<file path="src/verilog/soc_bus_pkg.sv">
/*
 * Bus-wide widths, response codes and request types for the fabric.
 * Imported by the queue, the interconnect, both slaves and the top level.
 */
package soc_bus_pkg;

  localparam int ADDR_W     = 40;
  localparam int DATA_W     = 32;
  localparam int STRB_W     = 4;
  localparam int REGION_W   = 8;
  localparam int OFFSET_W   = ADDR_W - REGION_W;
  localparam int WORD_IDX_W = ADDR_W - 2;

  typedef enum logic [1:0] {
    RESP_OKAY   = 2'd0,
    RESP_SLVERR = 2'd2,
    RESP_DECERR = 2'd3
  } resp_e;

  // one address word with two views
  // the interconnect decodes the region, the slaves index by word
  typedef union packed {
    struct packed {
      logic [REGION_W-1:0] region;
      logic [OFFSET_W-1:0] offset;
    } rgn;
    struct packed {
      logic [WORD_IDX_W-1:0] index;
      logic [1:0]            lane;
    } word;
  } bus_addr_u;

  typedef struct packed {
    logic              write;
    bus_addr_u         addr;
    logic [DATA_W-1:0] wdata;
    logic [STRB_W-1:0] wstrb;
  } req_t;

endpackage

</file>
<file path="src/verilog/req_queue.sv">
`timescale 1ns/1ps
/*
 * Request FIFO between the external master and the interconnect.
 * Ready stays high while there is room, or when the head leaves this cycle.
 */
module req_queue #(
  parameter int FIFO_DEPTH = 4
) (
  input  logic                             i_pad_clk,
  input  logic                             i_rst_n,
  input  logic                             i_req_valid,
  input  logic                             i_req_write,
  input  logic [soc_bus_pkg::ADDR_W-1:0]   i_req_addr,
  input  logic [soc_bus_pkg::DATA_W-1:0]   i_req_wdata,
  input  logic [soc_bus_pkg::STRB_W-1:0]   i_req_wstrb,
  input  logic                             i_pop,
  output logic                             o_req_ready,
  output logic                             o_head_valid,
  output logic                             o_head_write,
  output soc_bus_pkg::bus_addr_u           o_head_addr,
  output logic [soc_bus_pkg::DATA_W-1:0]   o_head_wdata,
  output logic [soc_bus_pkg::STRB_W-1:0]   o_head_wstrb
);
  import soc_bus_pkg::*;

  localparam int PTR_W = (FIFO_DEPTH > 1) ? $clog2(FIFO_DEPTH) : 1;
  localparam int CNT_W = $clog2(FIFO_DEPTH + 1);

  req_t             mem [FIFO_DEPTH];
  req_t             head;
  logic [PTR_W-1:0] wr_ptr;
  logic [PTR_W-1:0] rd_ptr;
  logic [CNT_W-1:0] count;
  logic             full;
  logic             push;

  // wrap by hand so any depth works
  function automatic logic [PTR_W-1:0] ptr_next(input logic [PTR_W-1:0] ptr);
    return (ptr == PTR_W'(FIFO_DEPTH - 1)) ? '0 : ptr + 1'b1;
  endfunction

  assign full        = (count == CNT_W'(FIFO_DEPTH));
  assign o_req_ready = ~full | i_pop;
  assign push        = i_req_valid & o_req_ready;

  always_ff @(posedge i_pad_clk) begin
    if (push) begin
      mem[wr_ptr] <= {i_req_write, i_req_addr, i_req_wdata, i_req_wstrb};
    end
  end

  always_ff @(posedge i_pad_clk) begin
    if (!i_rst_n) begin
      wr_ptr <= '0;
      rd_ptr <= '0;
      count  <= '0;
    end else begin
      if (push) begin
        wr_ptr <= ptr_next(wr_ptr);
      end
      if (i_pop) begin
        rd_ptr <= ptr_next(rd_ptr);
      end
      case ({push, i_pop})
        2'b10:   count <= count + 1'b1;
        2'b01:   count <= count - 1'b1;
        default: count <= count;
      endcase
    end
  end

  assign head         = mem[rd_ptr];
  assign o_head_valid = (count != '0);
  assign o_head_write = head.write;
  assign o_head_addr  = head.addr;
  assign o_head_wdata = head.wdata;
  assign o_head_wstrb = head.wstrb;

endmodule

</file>
<file path="config.mk">
export PLATFORM = sky130hd
export DESIGN_NAME = req_queue
export DESIGN_NICKNAME = d
export VERILOG_FILES = /design/src/verilog/soc_bus_pkg.sv /design/src/verilog/req_queue.sv
export SDC_FILE = /design/constraint.sdc
export NUM_CORES = 1
export LEC_CHECK = 0
export BUFFER_PORTS_ARGS = -buffer_cell sky130_fd_sc_hd__buf_4
export CAP_MARGIN = 10
export CORE_AREA = 2 2 118 205
export DETAILED_ROUTE_END_ITERATION = 16
export DIE_AREA = 0 0 120 207
export GPL_ROUTABILITY_DRIVEN = 0
export PLACE_DENSITY_LB_ADDON = 0.3
export RECOVER_POWER = 100
export SETUP_SLACK_MARGIN = 0.3
export SYNTH_ARGS = -nofsm -noshare
export SYNTH_HDL_FRONTEND = slang
export SYNTH_SLANG_ARGS = --single-unit
</file>
<file path="constraint.sdc">
create_clock -name i_pad_clk -period 3.4 [get_ports i_pad_clk]
set_input_delay 0.68 -clock i_pad_clk [delete_from_list [all_inputs] [get_ports i_pad_clk]]
set_output_delay 0.68 -clock i_pad_clk [all_outputs]
set_load 0.02 [all_outputs]
</file>
# [After elaboration in Yosys (flattened, before gate mapping)]
# Memories as Yosys holds them, arrays and structs flattened. A register that Yosys moved wholly into a read port is not among the register bits.
# Index checks and enable logic that the tools add are counted.
[word_totals] ff_bits=7 mem_bits_rw=308 inputBits=81 output_inout_bits=79 word_cells=25 n_memories=1
[memory_table] name="mem" depth=4 word_bits=77 read_ports=1 rd_ports_with_merged_regs=1 write_ports=1 line_no="req_queue.sv:29" rtl="req_t mem [FIFO_DEPTH];"
[op_classes] add_sub_neg=4 n_eq_ne=5 muxes=7 n_bitwise=3 reduce_logical=2
[ops] cell="two-way mux 2 bit" count=4
[ops] cell="equality test 2 bit (second input constant)" count=3
[ops] cell="case mux 3 bit (2 select lines)" count=1
[ops] cell="adder 2 x 1 -> 2 bit (second input constant)" count=2
[ops] cell="adder 3 x 1 -> 3 bit (second input constant)" count=1
[ops] cell="equality test 3 bit (second input constant)" count=1
[ops] cell="nonzero test 3 bit" count=1
[ops] cell="subtractor 3 x 1 -> 3 bit (second input constant)" count=1
[ops] cell="equality test 2 x 1 -> 1 bit (second input constant)" count=1
[ops] cell="two-way mux 1 bit" count=2
[ops] cell="nonzero test 2 bit" count=1
[ops] cell="bitwise AND 1 bit" count=1
[ops] cell="inverter 1 bit" count=1
[ops] cell="OR 1 bit" count=1

# [Longest topological paths before layout]
[depth] depth_word=6 depth_mapped=6 mapped_depth_nobuf=5

# [Worst setup path after synthesis]
# OpenSTA, ideal clock, no wires.
[synth_timing] path_kind="input to register" startpoint="input port i_pop" endpoint="memory mem[0][0] (netlist name) (enable)" setup_time_ns=0.444 arrival_time_ns=2.834 required_time_ns=2.956 slack_ns=0.122 stages=3 n_path_buf=1 cell_sequence="or4b_1 buf_2 and3_1"
[synth_via] elab_chain_len=4
[synth_lines] element="from (decl)" line_no="req_queue.sv:16" rtl="input logic i_pop,"
[synth_lines] element="OR 1 bit" line_no="req_queue.sv:43" rtl="assign o_req_ready = ~full | i_pop;"
[synth_lines] element="net o_req_ready" line_no="req_queue.sv:17" rtl="output logic o_req_ready,"
[synth_lines] element="bitwise AND 1 bit" line_no="req_queue.sv:44" rtl="assign push = i_req_valid & o_req_ready;"
[synth_lines] element="two-way mux 1 bit" line_no="req_queue.sv:47" rtl="if (push) begin"
[synth_lines] element="two-way mux 1 bit (implied by the code)" line_no="req_queue.sv:48" rtl="mem[wr_ptr] <= {i_req_write, i_req_addr, i_req_wdata, i_req_wstrb};"
[synth_lines] element="to (decl)" line_no="req_queue.sv:29"
# The timed path passes the listed nets, and every way through them passes these cells.

==> results.toml <==
[power]
pwr_density_cell_mw_per_mm2 = 615
leakage_nw = 4.23
ir_drop_mv = 0.422

[sta]
finalHoldViolCount = 0
finalSetupViolCount = 0
timing.final.ws_setup_ns = 0.337
period_share_pct = 90.1
rsz0062_at_grt = "false"
relSlewSlack_pct = -18.7
skew_ns = 0.00969
slew_violations = 63
fin_crit_ns = 3.06
fmaxAchievable_ghz = 0.326
worstMarginPinSlew_ns = 1.78
fin_setup_tns_ns = 0

[routing]
wl_met3_microns = 1310
dr_wl_met2_microns = 11800
dr.pass1.iters = 4
drt-initial-drc-count = 314
top_layer = "met5"
drc_errors = 0
vias = 5259
via_per_inst = 5.44
ant_nets = 0
wl_met1_microns = 7880
wire_per_inst_microns = 22.1
wirelength_microns = 21400

[logic_synthesis]
synth-seq-cells = 317
synth_nets = 553
syn_area_sq_mm = 0.0116
synth-edff-count = 308
ys.flop_type = "edfxtp_1"
syn-instance-count = 466
synth_top_area_share_pct = 79.6
synth.avg_cell_area_sq_um = 24.9
yosysTopAreaCell = "edfxtp_1"
yosysUniqueCellTypes = 31
synth_area_leaders = "edfxtp_1, mux4_2, dfxtp_1, ha_1, buf_2"
async_flop_share_pct = 0
yosysWarningCount = 0
ys_seq_area_share_pct = 81.1

[critical_path]
cp-end-kind = "primary output"
arrival_ns = 2.38
critPathMaxFanout = 33
crit_required_ns = 2.72
setup.worst_path.class = "reg -> out"
cp-start-kind = "flop"

[die]
dieWidth_microns = 120
initial_core_util_pct = 50.0
num_io_pins = 160
fp-row-count = 74
dieArea_sq_mm = 0.0248
die_height_microns = 207
coreArea_sq_mm = 0.0232

[cts]
cts_tree = "yes"
root_buffer = "clkbuf_16"
ctsResizeCount = 0
insertion_delay_ns = 0.54
htree_num_levels = 1
cts_setup_buffers = 1
clkSinkCount = 317
cts_buffer_depth = 3
clk_pin_slew_ns = 0.07
numCtsBuffers = 27
hold_buffers = 0

[final_layout]
drive_gt1_share_pct = 23.8
regArea_sq_mm = 0.00944
layout_common_cells = "edfxtp_1, clkbuf_1, mux4_2"
multi_input_comb_area_sq_mm = 0.00206
n_antenna_cell = 0
final_area_sq_mm = 0.0135
syn_to_final_growth_pct = 16.5
final_common_cell = "edfxtp_1"
n_fill_cell = 1766
nNetsFinal = 729

[global_route]
grt_use_total_pct = 17.4
grt_pass1_wl_microns = 32500
antenna_found_initial = 1
grt_max_degree = 78
grt_overflow = 0
grt_pass1_vias = 5772

[worst_hold_path]
hold_class = "in -> reg"

[outcome]
failed_checks = "capacitance limit, slew limit"
status = "finished with violations"

[place]
hpwl_microns = 13200
port_buffers = 159
dpl_cell_area_sq_mm = 0.0133
pre_cts_ws_ns = 0.875

[job]
drv_cap = 2
cell type report:
| cell class | count | area share, % |
|---|---|---|
| clock inverters | 23 | 1.37 |
| well taps | 304 | 2.81 |
| multi-input cells | 122 | 15.2 |
| inverters | 5 | 0.139 |
| clock buffers | 27 | 4.99 |
| repair buffers | 169 | 5.78 |
| flip-flops and latches | 317 | 69.7 |
registers in the layout, indices dropped and copies added (netlist names), named ones only:
| signal | cells |
|---|---|
| rd_ptr | 2 |
| wr_ptr | 2 |
| count | 3 |
| mem | 308 |
cells in the mapped netlist, types with 2 or more instances:
cell type,n
nor2_1,2
nor3b_1,2
inv_1,5
nand2b_1,2
edfxtp_1,308
clkbuf_1,9
nand2_1,5
mux4_2,77
and3_1,4
buf_4,4
buf_2,9
a21oi_1,3
mux2i_1,2
o21a_1,2
nor2b_1,4
dfxtp_1,9
ha_1,5
per-layer routing:
layer  GRT usage [%]  vias up
li1                -     2340
met1            20.5     2749
met2            31.5      149
met3            3.80       19
met4            5.44        2
met5               0        -
final timing paths:
path	to	cells past startpoint	start	slack, ns
max	o_head_addr[11]	3	flop	0.34
min	mem[2][8]	1	i_req_wdata[4]	0.39
max reg2reg	mem[0][4]	3	count[0]	0.57
min reg2reg	wr_ptr[1]	2	wr_ptr[1]	0.52
stage by stage:
stage	instances	power (mW)	utilization, %	hold slack, ns
after global routing	967	8.62	58.3	0.391
after floorplan	466	5.17	-	0.468
after global placement	916	5.59	57.1	0.478
after detailed placement	916	5.63	57.1	0.510
final	967	8.33	58.3	0.394
after CTS	967	8.57	60.9	0.313
where the power goes:
group          internal, mW  total, mW  switching [mW]
registers              4.49       4.56          0.0623
clock network          1.57       2.94            1.38
logic                 0.317      0.831           0.513
worst max-delay path, stage by stage, from the launching register on:
cell      delay, ns
dfxtp_4        0.68
clkbuf_4       0.56
mux4_2         0.39
clkbuf_1       0.19
cells by family after synthesis:
logic type	Yosys count	share of synthesized area (%)
AOI/OAI and AO/OA	11	0.624
adders and majority gates	6	0.711
buffers and inverters	27	1.10
DFF	317	81.1
muxes	79	15.1
and+or+nand+nor	26	1.35
(Power assumes the default switching activity.)
