--- config.mk ---
export PLATFORM = sky130hd
export DESIGN_NAME = gpio_regs
export DESIGN_NICKNAME = d
export VERILOG_FILES = /design/src/verilog/soc_bus_pkg.sv /design/src/verilog/soc_map_pkg.sv /design/src/verilog/gpio_regs.sv
export SDC_FILE = /design/constraint.sdc
export NUM_CORES = 1
export LEC_CHECK = 0
export BUFFER_PORTS_ARGS = -buffer_cell sky130_fd_sc_hd__buf_2
export CAP_MARGIN = 20
export CORE_MARGIN = 1
export CORE_UTILIZATION = 45
export DETAILED_ROUTE_END_ITERATION = 10
export GPL_TIMING_DRIVEN = 0
export PLACE_DENSITY = 0.95
export SETUP_SLACK_MARGIN = 0.2
export SYNTH_ARGS = -nofsm -noshare
export SYNTH_HDL_FRONTEND = slang
export SYNTH_SLANG_ARGS = --single-unit
--- constraint.sdc ---
create_clock -name i_pad_clk -period 4.9 [get_ports i_pad_clk]
set_clock_uncertainty 0.05 [all_clocks]
set_input_delay 0.98 -clock i_pad_clk [delete_from_list [all_inputs] [get_ports i_pad_clk]]
set_output_delay 0.98 -clock i_pad_clk [all_outputs]
set_load 0.005 [all_outputs]
--- src/verilog/soc_bus_pkg.sv ---
/*
 * Bus-wide widths, response codes and request types for the fabric.
 * Imported by the queue, the interconnect, both slaves and the top level.
 */
package soc_bus_pkg;

  localparam int ADDR_W     = 40;
  localparam int DATA_W     = 32;
  localparam int STRB_W     = 4;
  localparam int REGION_W   = 8;
  localparam int OFFSET_W   = ADDR_W - REGION_W;
  localparam int WORD_IDX_W = ADDR_W - 2;

  typedef enum logic [1:0] {
    RESP_OKAY   = 2'd0,
    RESP_SLVERR = 2'd2,
    RESP_DECERR = 2'd3
  } resp_e;

  // one address word with two views
  // the interconnect decodes the region, the slaves index by word
  typedef union packed {
    struct packed {
      logic [REGION_W-1:0] region;
      logic [OFFSET_W-1:0] offset;
    } rgn;
    struct packed {
      logic [WORD_IDX_W-1:0] index;
      logic [1:0]            lane;
    } word;
  } bus_addr_u;

  typedef struct packed {
    logic              write;
    bus_addr_u         addr;
    logic [DATA_W-1:0] wdata;
    logic [STRB_W-1:0] wstrb;
  } req_t;

endpackage

--- src/verilog/soc_map_pkg.sv ---
/*
 * Address map of the fabric and the GPIO register offsets.
 * Regions other than SRAM and GPIO get a decode error.
 */
package soc_map_pkg;

  // top address byte selects the region
  localparam logic [7:0] REGION_SRAM = 8'h00;
  localparam logic [7:0] REGION_GPIO = 8'h01;

  // byte offsets inside the GPIO region
  localparam logic [31:0] GPIO_DATA_OUT = 32'h0000_0000;
  localparam logic [31:0] GPIO_DIR      = 32'h0000_0004;
  localparam logic [31:0] GPIO_DATA_IN  = 32'h0000_0008;

  localparam int GPIO_W = 8;

endpackage

--- src/verilog/gpio_regs.sv ---
`timescale 1ns/1ps
/*
 * GPIO data-out and direction registers plus a synchronized input port.
 * Writes take the low data byte; strobes play no part here.
 */
module gpio_regs (
  input  logic                             i_pad_clk,
  input  logic                             i_rst_n,
  input  logic                             i_sel,
  input  logic                             i_write,
  input  soc_bus_pkg::bus_addr_u           i_addr,
  input  logic [soc_bus_pkg::DATA_W-1:0]   i_wdata,
  input  logic [soc_map_pkg::GPIO_W-1:0]   i_gpio_in,
  output logic                             o_done,
  output logic [soc_bus_pkg::DATA_W-1:0]   o_rdata,
  output soc_bus_pkg::resp_e               o_resp,
  output logic [soc_map_pkg::GPIO_W-1:0]   o_gpio_out,
  output logic [soc_map_pkg::GPIO_W-1:0]   o_gpio_oe
);
  import soc_bus_pkg::*;
  import soc_map_pkg::*;

  logic [GPIO_W-1:0] data_out_q;
  logic [GPIO_W-1:0] dir_q;
  logic [GPIO_W-1:0] sync_q1;
  logic [GPIO_W-1:0] sync_q2;

  always_ff @(posedge i_pad_clk) begin
    if (!i_rst_n) begin
      o_done     <= 1'b0;
      data_out_q <= '0;
      dir_q      <= '0;
      sync_q1    <= '0;
      sync_q2    <= '0;
    end else begin
      o_done  <= i_sel;
      // two-flop synchronizer on the pad input
      sync_q1 <= i_gpio_in;
      sync_q2 <= sync_q1;
      if (i_sel && i_write && i_addr.rgn.offset == GPIO_DATA_OUT) begin
        data_out_q <= i_wdata[GPIO_W-1:0];
      end
      if (i_sel && i_write && i_addr.rgn.offset == GPIO_DIR) begin
        dir_q <= i_wdata[GPIO_W-1:0];
      end
    end
  end

  always_ff @(posedge i_pad_clk) begin
    if (i_sel) begin
      o_rdata <= '0;
      o_resp  <= RESP_OKAY;
      case (i_addr.rgn.offset)
        GPIO_DATA_OUT: if (!i_write) o_rdata <= DATA_W'(data_out_q);
        GPIO_DIR:      if (!i_write) o_rdata <= DATA_W'(dir_q);
        GPIO_DATA_IN: begin
          // input port is read only
          if (i_write) begin
            o_resp <= RESP_SLVERR;
          end else begin
            o_rdata <= DATA_W'(sync_q2);
          end
        end
        default:       o_resp <= RESP_SLVERR;
      endcase
    end
  end

  assign o_gpio_out = data_out_q;
  assign o_gpio_oe  = dir_q;

endmodule

Word level (Yosys, flattened, before mapping)
Cells that the tools add are included.

Bits in latches: 0. Bits in writable memories: 0. Register bits: 67. Output and inout bits: 51. Input port bits: 84. Memory bits (read-only): 0. Word-level logic and storage cells: 20. Memories kept: 0.

$mul: 0. Reductions and logical operators: 5. Multiplexer cells: 6. $lt $le $gt $ge: 0. Divide/modulo/power cells: 0. Shifts and indexed selects: 0. Bitwise logic cells: 0. Add/subtract/negate cells: 0. Equal/unequal tests: 2.

Operators with widths (number): $eq 32x3->1 const B (1); $eq 32x4->1 const B (1); $logic_not 32->1 (1); $mux 8 (3); $pmux 8 s3 (1); $pmux 2 s2 (1); $logic_and 1x1->1 (3); $mux 2 (1); $reduce_or 2->1 (1).

Logic depth before layout (Yosys ltp)
Word-level depth: 3. Gate-level depth with buffers: 6. Gate-level depth less buffers: 4.

Least setup slack after synthesis
No wires, ideal clock.

Kind: input -> register. From: input port i_addr[28] (netlist name). To: register o_resp[1], data pin. Setup slack: 2391 ps. Path buffers: 1. Required time: 4577 ps. Arrival time: 2186 ps. Stages: 5. Library setup time: 273 ps. Path through: nor4_1 -> nand4_1 -> buf_6 -> a2111oi_4 -> nor2_1.

Cells in the longest elaborated chain, start to end: 3. Elaborated cells between the ends (all ways): 5. Classes of those cells: eq/ne: 2; mux: 1; reduce/logical: 2.

RTL lines: start: declaration (RTL line gpio_regs.sv:11) `input soc_bus_pkg::bus_addr_u i_addr,`; $eq 32x3->1 or $logic_not 32->1 (tied branches) (RTL line gpio_regs.sv:53) `case (i_addr.rgn.offset)`; $reduce_or 2->1 (no line); $pmux 2 s2 (*) (RTL line gpio_regs.sv:53); end signal: assignment (RTL line gpio_regs.sv:52) `o_resp <= RESP_OKAY;`; end signal: assignment (RTL line gpio_regs.sv:59) `o_resp <= RESP_SLVERR;`; end signal: assignment (RTL line gpio_regs.sv:64) `default: o_resp <= RESP_SLVERR;`; end: declaration (RTL line gpio_regs.sv:16) `output soc_bus_pkg::resp_e o_resp,`.

Mark *: on every way between the ends. The rest lies on a longest branch, timed or not. A chain may end at the register's enable or synchronous reset.

Worst setup path after layout
From: input port i_addr[20] (netlist name). To: register o_resp[1], data pin.

The elaborated chain is that of the path after synthesis.

==> run metrics <==
Initial Util=0.483; initial antenna violation count=0; top cells by area, synth=dfxtp_1 (33%), edfxtp_1 (14%), mux2i_1 (12%); final hold violation count=0; worst path required time=4.88 ns; iteration-0 DRC count of the detailed router=47; status=complete, no violations; Avg Inst Size Synth=10.3 um2; commonest non-fill, non-tap cell in the layout=buf_2; most frequent cells in the layout=buf_2 (78), dfxtp_1 (33), buf_4 (26), nand2_1 (25), conb_1 (25); RSZ-0062 raised after global routing=false; H-tree levels=2; FF+latch area=931 um2; worst hold path class=flop to flop; Crit. End Element=flop; GRT overflow=0; TritonCTS clock tree=yes; GPL Wtd Cong=0.835; Least-Margin Pin Slew=0.705 ns; min setup slack post-route=2.38 ns; Multi-input gate area=897 um2; Top Layer Used=met4; DRT Pass-1 Iters=4; largest net degree at the start of global routing=14; final antenna-violating net count=0; worst setup slack after placement=2.07 ns; Worst Hold End=sync_q2[2]$_SDFF_PN0_; Syn. warnings=0; synthesized flop and latch total=42; Layout Nets=386; slowest stage delay, CP=0.58 ns; r2r setup slk=3.82 ns; vias per inst=4.68; maxcap violations=0; Setup TNS=0 ns; row cnt=23; Final Critical Period=2.52 ns; ant diodes=0; WL final=4210 um; filler instances=352; Setup crit start kind=input pin; Final period util=0.514; Post-CTS Setup Inserts=0; crit-path leading delay family=simple AND/OR/NAND/NOR gates; Slew headroom=0.526; Hold-fix buffers, CTS=0; share of cells above drive strength 1=0.399; cell taking the most area after synthesis=dfxtp_1; CTS max path bufs=2; FMAX=0.397 GHz; Die Width=68.7 um; met3 routed WL=345 um; I/O Buffers=77; core area=4140 um2; first-pass GRT wire length=5930 um; Main synth FF type=dfxtp_1; final setup violation count=0; Peak VDD IR=0.000220 V; sequential fraction of the synthesis area=0.465; hold_sp=sync_q1[2]$_SDFF_PN0_; WL per Instance=11.9 um; post-cts resize count=0; I/O Pins=135; clock slew at reported path FFs=0.08 ns; FF-to-FF Start=o_gpio_out[2]$_SDFFE_PN0P_; Post-Syn Instances=194; Crit Path Category=input pin to flop; Pleak=1.23 nW; ys async rst share=0; Root Driver=clkbuf_8; met2 WL=2140 um; M1 wire length=1650 um; final max-slew violation count=0; vias in the first global route=1449; clock sink count=42; CTS Buf Count=5; Distinct cells, synth=23; worst hold stages=1; crit path DAT=2.49 ns; Post-DP HPWL=3340 um; die area=4720 um2; Worst path slowest cell=a2111oi_4; DR vias=1651; Skew-Pair Late Insertion Delay=0.29 ns; Stages on worst setup path=6; mapped cell area=2000 um2; Power Density=280 nW/um2; DRC Markers=0; CP Cell Sequence=buf_2 > nor4_1 > nand4_1 > buf_6 > a2111oi_4 > nor2_1; Yosys top cell area share=0.330; Area growth syn-to-layout=33.8%; r2r worst-path depth=3; CP max FO=10; FF-to-FF End=o_rdata[2]$_DFFE_PP_; overall die height=68.7 um; GR Util All Layers=0.175; worst path bufs/invs=2; Post-synth EDFFs=9
-- state kept, by name (all words and copies together), names as in the netlist --
name,count
o_resp,1
o_gpio_oe,8
o_gpio_out,8
o_done,1
sync_q1,8
o_rdata,8
sync_q2,8
-- logic make-up after synthesis --
kind of cell / count (synthesis) / synth area share
flops: 42 / 0.465
buf+inv: 42 / 0.132
simple gates: 76 / 0.237
compound gates: 9 / 0.0438
mux: 24 / 0.120
other cells: 1 / 0.00187
-- worst reg2reg max path, stage by stage (launching register included) --
cell and delay (ns):
dfxtp_1 0.34, mux2i_1 0.18, nor3_1 0.08, o21a_1 0.20
-- final cells by class --
cell class	instances	share of cell area
flip-flops and latches	42	0.348
multi-input cells	134	0.335
clock buffers	7	0.0402
clock inverters	1	0.0112
inverters	8	0.0112
plain buffers	34	0.0874
well taps	50	0.0234
repair buffers	77	0.144
-- synth_stat cells (2+ instances only) --
cell type and count:
and2_1 17, buf_4 26, clkbuf_1 5, dfxtp_1 33
edfxtp_1 9, inv_1 8, mux2i_1 24, nand2_1 25
nand4_2 2, nor2_1 3, nor3_1 9, nor4_1 12
nor4_4 4, o21a_1 8
-- routing by layer --
layer,global-route usage,vias up
met2,0.304,67
met3,0.0641,8
met4,0.0893,0
met5,0,-
li1,-,828
met1,0.186,748
-- worst max path at each step --
stage,startpoint,endpoint,slack [ns]
2_1_floorplan,i_addr[28],o_resp[1]$_DFFE_PP_,2.39
3_3_place_gp,i_addr[20],o_resp[1]$_DFFE_PP_,2.09
3_5_place_dp,i_addr[20],o_resp[1]$_DFFE_PP_,2.07
4_1_cts,i_addr[20],o_resp[1]$_DFFE_PP_,2.37
5_1_grt,i_addr[5],o_resp[1]$_DFFE_PP_,2.25
6_report,i_addr[20],o_resp[1]$_DFFE_PP_,2.38
-- power breakdown --
part | internal, mW | switching [mW] | total (mW)
logic | 0.0384 | 0.0336 | 0.0720
clock network | 0.197 | 0.116 | 0.312
registers | 0.363 | 0.00223 | 0.365
total | 0.598 | 0.151 | 0.749
-- metrics by stage --
| stage | hold slack, ns | instance area (um2) | total power, mW | util | cells |
|---|---|---|---|---|---|
| CTS | 0.390 | 2680 | 0.752 | 0.646 | 353 |
| detailed placement | 0.370 | 2540 | 0.445 | 0.613 | 345 |
| floorplan | 0.362 | 2090 | 0.410 | - | 218 |
| finish | 0.387 | 2680 | 0.749 | 0.646 | 353 |
| global route | 0.404 | 2680 | 0.778 | 0.646 | 353 |
| global placement | 0.367 | 2540 | 0.443 | 0.613 | 345 |
Note: power is estimated with default switching activity, not from simulation.
