==> src/verilog/soc_bus_pkg.sv <==
/*
 * Bus-wide widths, response codes and request types for the fabric.
 * Imported by the queue, the interconnect, both slaves and the top level.
 */
package soc_bus_pkg;

  localparam int ADDR_W     = 40;
  localparam int DATA_W     = 32;
  localparam int STRB_W     = 4;
  localparam int REGION_W   = 8;
  localparam int OFFSET_W   = ADDR_W - REGION_W;
  localparam int WORD_IDX_W = ADDR_W - 2;

  typedef enum logic [1:0] {
    RESP_OKAY   = 2'd0,
    RESP_SLVERR = 2'd2,
    RESP_DECERR = 2'd3
  } resp_e;

  // one address word with two views
  // the interconnect decodes the region, the slaves index by word
  typedef union packed {
    struct packed {
      logic [REGION_W-1:0] region;
      logic [OFFSET_W-1:0] offset;
    } rgn;
    struct packed {
      logic [WORD_IDX_W-1:0] index;
      logic [1:0]            lane;
    } word;
  } bus_addr_u;

  typedef struct packed {
    logic              write;
    bus_addr_u         addr;
    logic [DATA_W-1:0] wdata;
    logic [STRB_W-1:0] wstrb;
  } req_t;

endpackage

==> src/verilog/soc_map_pkg.sv <==
/*
 * Address map of the fabric and the GPIO register offsets.
 * Regions other than SRAM and GPIO get a decode error.
 */
package soc_map_pkg;

  // top address byte selects the region
  localparam logic [7:0] REGION_SRAM = 8'h00;
  localparam logic [7:0] REGION_GPIO = 8'h01;

  // byte offsets inside the GPIO region
  localparam logic [31:0] GPIO_DATA_OUT = 32'h0000_0000;
  localparam logic [31:0] GPIO_DIR      = 32'h0000_0004;
  localparam logic [31:0] GPIO_DATA_IN  = 32'h0000_0008;

  localparam int GPIO_W = 8;

endpackage

==> src/verilog/bus_interconnect.sv <==
`timescale 1ns/1ps
/*
 * Decodes the queue head by region and strobes the SRAM or GPIO slave.
 * Unmapped regions get a DECERR reply; one transaction is in service at a time.
 */
module bus_interconnect (
  input  logic                             i_pad_clk,
  input  logic                             i_rst_n,
  input  logic                             i_head_valid,
  input  logic                             i_head_write,
  input  soc_bus_pkg::bus_addr_u           i_head_addr,
  input  logic [soc_bus_pkg::DATA_W-1:0]   i_head_wdata,
  input  logic [soc_bus_pkg::STRB_W-1:0]   i_head_wstrb,
  input  logic                             i_rsp_ready,
  input  logic                             i_sram_done,
  input  logic [soc_bus_pkg::DATA_W-1:0]   i_sram_rdata,
  input  soc_bus_pkg::resp_e               i_sram_resp,
  input  logic                             i_gpio_done,
  input  logic [soc_bus_pkg::DATA_W-1:0]   i_gpio_rdata,
  input  soc_bus_pkg::resp_e               i_gpio_resp,
  output logic                             o_pop,
  output logic                             o_sram_sel,
  output logic                             o_gpio_sel,
  output logic                             o_slv_write,
  output soc_bus_pkg::bus_addr_u           o_slv_addr,
  output logic [soc_bus_pkg::DATA_W-1:0]   o_slv_wdata,
  output logic [soc_bus_pkg::STRB_W-1:0]   o_slv_wstrb,
  output logic                             o_rsp_valid,
  output logic [soc_bus_pkg::DATA_W-1:0]   o_rsp_rdata,
  output soc_bus_pkg::resp_e               o_rsp_resp
);
  import soc_bus_pkg::*;
  import soc_map_pkg::*;

  req_t head;
  logic busy;
  logic hit_sram;
  logic hit_gpio;
  logic dec_err;
  logic reply_valid;
  logic rsp_accept;

  // head fields back into one request word
  assign head = {i_head_write, i_head_addr, i_head_wdata, i_head_wstrb};

  assign hit_sram = (head.addr.rgn.region == REGION_SRAM);
  assign hit_gpio = (head.addr.rgn.region == REGION_GPIO);

  assign o_pop      = i_head_valid & ~busy;
  assign o_sram_sel = o_pop & hit_sram;
  assign o_gpio_sel = o_pop & hit_gpio;

  assign o_slv_write = head.write;
  assign o_slv_addr  = head.addr;
  assign o_slv_wdata = head.wdata;
  assign o_slv_wstrb = head.wstrb;

  // decode error lines up with a slave done pulse
  assign reply_valid = i_sram_done | i_gpio_done | dec_err;
  assign rsp_accept  = o_rsp_valid & i_rsp_ready;

  always_ff @(posedge i_pad_clk) begin
    if (!i_rst_n) begin
      busy        <= 1'b0;
      dec_err     <= 1'b0;
      o_rsp_valid <= 1'b0;
    end else begin
      if (o_pop) begin
        busy <= 1'b1;
      end else if (rsp_accept) begin
        busy <= 1'b0;
      end
      dec_err <= o_pop & ~hit_sram & ~hit_gpio;
      if (reply_valid) begin
        o_rsp_valid <= 1'b1;
      end else if (rsp_accept) begin
        o_rsp_valid <= 1'b0;
      end
    end
  end

  // reply of whichever slave finished
  always_ff @(posedge i_pad_clk) begin
    if (reply_valid) begin
      if (i_sram_done) begin
        o_rsp_rdata <= i_sram_rdata;
        o_rsp_resp  <= i_sram_resp;
      end else if (i_gpio_done) begin
        o_rsp_rdata <= i_gpio_rdata;
        o_rsp_resp  <= i_gpio_resp;
      end else begin
        o_rsp_rdata <= '0;
        o_rsp_resp  <= RESP_DECERR;
      end
    end
  end

endmodule

==> config.mk <==
export PLATFORM = sky130hd
export DESIGN_NAME = bus_interconnect
export DESIGN_NICKNAME = d
export VERILOG_FILES = /design/src/verilog/soc_bus_pkg.sv /design/src/verilog/soc_map_pkg.sv /design/src/verilog/bus_interconnect.sv
export SDC_FILE = /design/constraint.sdc
export NUM_CORES = 1
export LEC_CHECK = 0
export ABC_AREA = 1
export BUFFER_PORTS_ARGS = -buffer_cell sky130_fd_sc_hd__buf_2
export CORE_AREA = 2 2 102 104
export CTS_CLUSTER_DIAMETER = 150
export CTS_CLUSTER_SIZE = 40
export DETAILED_ROUTE_END_ITERATION = 16
export DIE_AREA = 0 0 104 106
export PLACE_DENSITY_LB_ADDON = 0.12
export SETUP_SLACK_MARGIN = 0.3
export SLEW_MARGIN = 20
export SYNTH_ARGS = -nofsm -noshare
export SYNTH_HDL_FRONTEND = slang
export SYNTH_SLANG_ARGS = --single-unit
==> constraint.sdc <==
create_clock -name i_pad_clk -period 1.58 [get_ports i_pad_clk]
set_clock_uncertainty 0.15 [all_clocks]
set_input_delay 0.316 -clock i_pad_clk [delete_from_list [all_inputs] [get_ports i_pad_clk]]
set_output_delay 0.316 -clock i_pad_clk [all_outputs]
set_load 0.005 [all_outputs]
; Word level (Yosys, flattened, before mapping)
; Index checks and enable logic that the tools add are counted.
[word_totals]
register_bits = 37
in_bits = 151
output_inout_bits = 115
elab_cells = 27
[classes]
eq_ne = 1
mux = 7
bitwise_logic = 11
n_reduce_logical = 3
[ops]
columns = cell, count
row1 = 32-bit 2-to-1 mux, 2
row2 = 8-bit by 1-bit equality test with 1-bit output (second input constant), 1
row3 = 8-bit zero test, 1
row4 = 1-bit bitwise AND, 6
row5 = 2-bit 2-to-1 mux, 2
row6 = 2-bit nonzero test, 2
row7 = 1-bit 2-to-1 mux, 3
row8 = 1-bit inverter, 3
row9 = 1-bit OR, 2

; Longest topological paths before layout
[logic_depth]
depth_word = 4
mapped_depth = 6

; Worst setup path after synthesis
; No wires, ideal clock.
[synth_timing]
kind = input to register
startpoint = in i_sram_done
endpoint = reg o_rsp_rdata[0] (netlist name), enable pin
t_arrival_ns = 1.175
path_slack_ns = -0.133
cell_stages = 3
cell_sequence = buf_4 > nor3_1 > inv_1
[synth_between]
elab_chain_cells = 2
[synth_rtl]
columns = item, line
row1 = "start, declared", bus_interconnect.sv:15  ; input logic i_sram_done,
row2 = 1-bit OR (2 in series), bus_interconnect.sv:59  ; assign reply_valid = i_sram_done | i_gpio_done | dec_err;
row3 = via reply_valid, bus_interconnect.sv:40  ; logic reply_valid;
row4 = "end signal, assigned", bus_interconnect.sv:86  ; o_rsp_rdata <= i_sram_rdata;
row5 = "end signal, assigned", bus_interconnect.sv:89  ; o_rsp_rdata <= i_gpio_rdata;
row6 = "end, declared", bus_interconnect.sv:29  ; output logic [soc_bus_pkg::DATA_W-1:0] o_rsp_rdata,
; The timed path passes the listed nets, and every way through them passes these cells.
; A chain may end at the register's enable or synchronous reset.

; Worst setup path after layout
[layout_timing]
startpoint = reg busy
endpoint = out o_sram_sel
[layout_between]
elab_chain_cells = 3
[layout_rtl]
columns = item, line
row1 = "start, declared", bus_interconnect.sv:36  ; logic busy;
row2 = "start signal, assigned", bus_interconnect.sv:64  ; busy <= 1'b0;
row3 = "start signal, assigned", bus_interconnect.sv:69  ; busy <= 1'b1;
row4 = "start signal, assigned", bus_interconnect.sv:71  ; busy <= 1'b0;
row5 = 1-bit inverter, bus_interconnect.sv:49  ; assign o_pop = i_head_valid & ~busy;
row6 = 1-bit bitwise AND, bus_interconnect.sv:49
row7 = 1-bit bitwise AND, bus_interconnect.sv:50  ; assign o_sram_sel = o_pop & hit_sram;
row8 = "end, declared", bus_interconnect.sv:22  ; output logic o_sram_sel,
; Every way passes these cells.

==> results.cfg <==
[floorplan]
die-area_sq_um = 11020
num_rows = 37
io_pins = 266
die_x_um = 104
initial_utilization = 0.2183
core_sq_um = 10000
die_y_um = 106

[yosys]
synth_seq_cells = 37
syn_nets = 346
synth_area_per_cell_sq_um = 11.20
synth_area_sq_um = 2183
yosys-top-cells-area = edfxtp_1 47%, buf_4 27%, a22o_1 13%
synth_area_leader_cell = edfxtp_1
synth.most_common_cell = buf_4
ys.flop_type = edfxtp_1
syn_inst = 195
ys_seq_area_frac = 0.4951
synth_edf_count = 34
synth.top_cells.by_count = 78 x buf_4, 34 x edfxtp_1, 32 x a22o_1, 10 x nor2_1, 9 x inv_1
yosysWarnings = 0
synth_top_area_share = 0.4676
ys_types = 17
async_flop_share = 0

[drt]
drtIter0Drc = 72
drtPass1Iterations = 4
wirelength_um = 7032
dr_total_vias = 1528
wl_per_cell_um = 18.08
drc = 0
viasPerCell = 3.928
postRouteAntennaNets = 0

[cts]
htreeDepth = 2
cts_tree = built
cts-root-buf = clkbuf_8
clk_latency_ps = 280
clk_path_buf_depth = 2
cts_inserted_buffers = 5
cts_sinks = 37
clkTransAtPathRegs_ps = 80

[sta]
slew_headroom = 0.7565
grt_setup_unrepaired = true
timing.final.crit_share = 0.9166
tightest_slew_ps = 365.3
finalSetupViolations = 0
max_freq_mhz = 690.5
finalSetupTns_ps = 0
slew_viol_final = 0
fin_crit_ps = 1448
hold_viol_final = 0
timing.final.ws_setup_ps = 131.8

[worst_setup_path]
crit_type = reg -> out
cp-end-kind = output pin
worstPathMaxFanout = 3
cp_data_arrival_time_ps = 980
worst_setup_path_start_kind = register
r2r_cells = 3
required_ps = 1110
reg2reg_setup_slack_ps = 330

[grt]
antenna_found_initial = 0
grt_pass1_wl_um = 9853
grt_max_degree = 33
gr-usage-all-layers = 0.1206
grt_pass1_vias = 1590
grt_overflow = 0

[power]
p_per_area_nw_per_um2 = 872.3
ir_worst_vdd_uv = 288.7
power_leakage_uw = 0.001231

[worst_hold_path]
worstHoldPathCells = 3
hp-class = in -> reg

[flow_run]
maxCapViolCount = 0

[finish]
postLayoutCellArea_sq_um = 2546
final_core_util = 0.2546
nets = 403
drive_gt1_frac = 0.6087
finalNonFillerCells = 389
n_antenna_cell = 0
syn_to_final_growth_pct = 16.62

[place]
placed_cells_incl_taps = 379
numPortBuffers = 127
gp_congestion = 0.7420
dp_hpwl_um = 5917
dp_worst_setup_slack_ps = 87.01
place_area_sq_um = 2432

[outcome]
status = complete, no violations
## layout make-up
type | count | area [sq um]
multi-input combinational | 59 | 432.9
timing repair buffer | 134 | 713.2
inverter | 15 | 65.06
sequential | 37 | 1084
tap | 136 | 170.2
clock buffer | 5 | 68.82
clock inverter | 3 | 12.51
fill | 1129 | 7453
## placed cells by master (no fill, tap or decap)
cell / netlist / layout
buf_2: 3 / 127
edfxtp_1: 34 / 34
o21ai_1: 1 / 1
nand3_1: 2 / 2
nor3_4: 0 / 1
clkinvlp_4: 0 / 1
o22a_1: 2 / 2
nor3_2: 0 / 1
clkinv_1: 0 / 2
nand2_1: 8 / 8
buf_12: 0 / 2
inv_1: 9 / 8
clkbuf_8: 0 / 5
dfxtp_1: 3 / 1
nor2_4: 0 / 1
nand2_4: 1 / 1
a22o_1: 32 / 32
inv_2: 4 / 4
inv_4: 2 / 2
nor2_1: 10 / 8
clkinv_2: 0 / 1
nor2_2: 0 / 1
a21oi_1: 1 / 1
buf_4: 78 / 5
dfxtp_2: 0 / 2
## timing repair
action                                  CTS  global route
gates cloned                              0             0
pin swaps                                 3             0
buffers inserted                          1             1
hold buffers                              0             0
endpoints found under the setup margin    8            65
resized for setup                         5             1
## kinds of logic (layout without fill, tap and decap cells)
logic type | after synthesis | in the layout | synth area share
and+or+nand+nor | 23 | 23 | 0.04527
AOI/OAI and AO/OA | 36 | 36 | 0.1410
buffers and inverters | 99 | 157 | 0.3186
DFF | 37 | 37 | 0.4951
## per-layer routing
metal  vias to the layer above  wire length [um]  GRT usage
li1                        709                 -          -
met4                         2               171    0.04151
met3                        15              1159    0.09197
met1                       668              2144     0.1140
met5                         -                42    0.02857
met2                       134              3513     0.1983
## power by group
group	internal (uW)	total [uW]	switching [uW]	leakage [uW]
sequential	1170	1200	24.0	0.000388
clock	297	629	332	0.0000430
combinational	213	394	181	0.000800
total	1680	2220	537	0.00123
## state kept, by name (all words and copies together), names as in the netlist
register and count:
o_rsp_valid 1, o_rsp_rdata 32, o_rsp_resp 2, dec_err 1, busy 1
## per-stage QoR
| step | hold slack [ps] | power, uW |
|---|---|---|
| 2_1_floorplan | 263.6 | 1524 |
| 3_3_place_gp | 325.4 | 1620 |
| 3_5_place_dp | 326.6 | 1618 |
| 4_1_cts | 93.91 | 2269 |
| 5_1_grt | 86.52 | 2361 |
| 6_report | 102.0 | 2221 |
## critical path, stage by stage, from the launching register on
cell and delay, ps:
dfxtp_2 340, nor2_4 90, inv_2 60, nor3_2 90
buf_2 130
## worst paths after layout
path / endpoint / from
setup / recovery: o_sram_sel / busy
setup reg to reg: o_rsp_rdata[4] / dec_err
hold reg to reg: busy / busy
hold / removal: o_rsp_valid / i_rst_n
No activity file was read; power rests on OpenSTA's default activity.
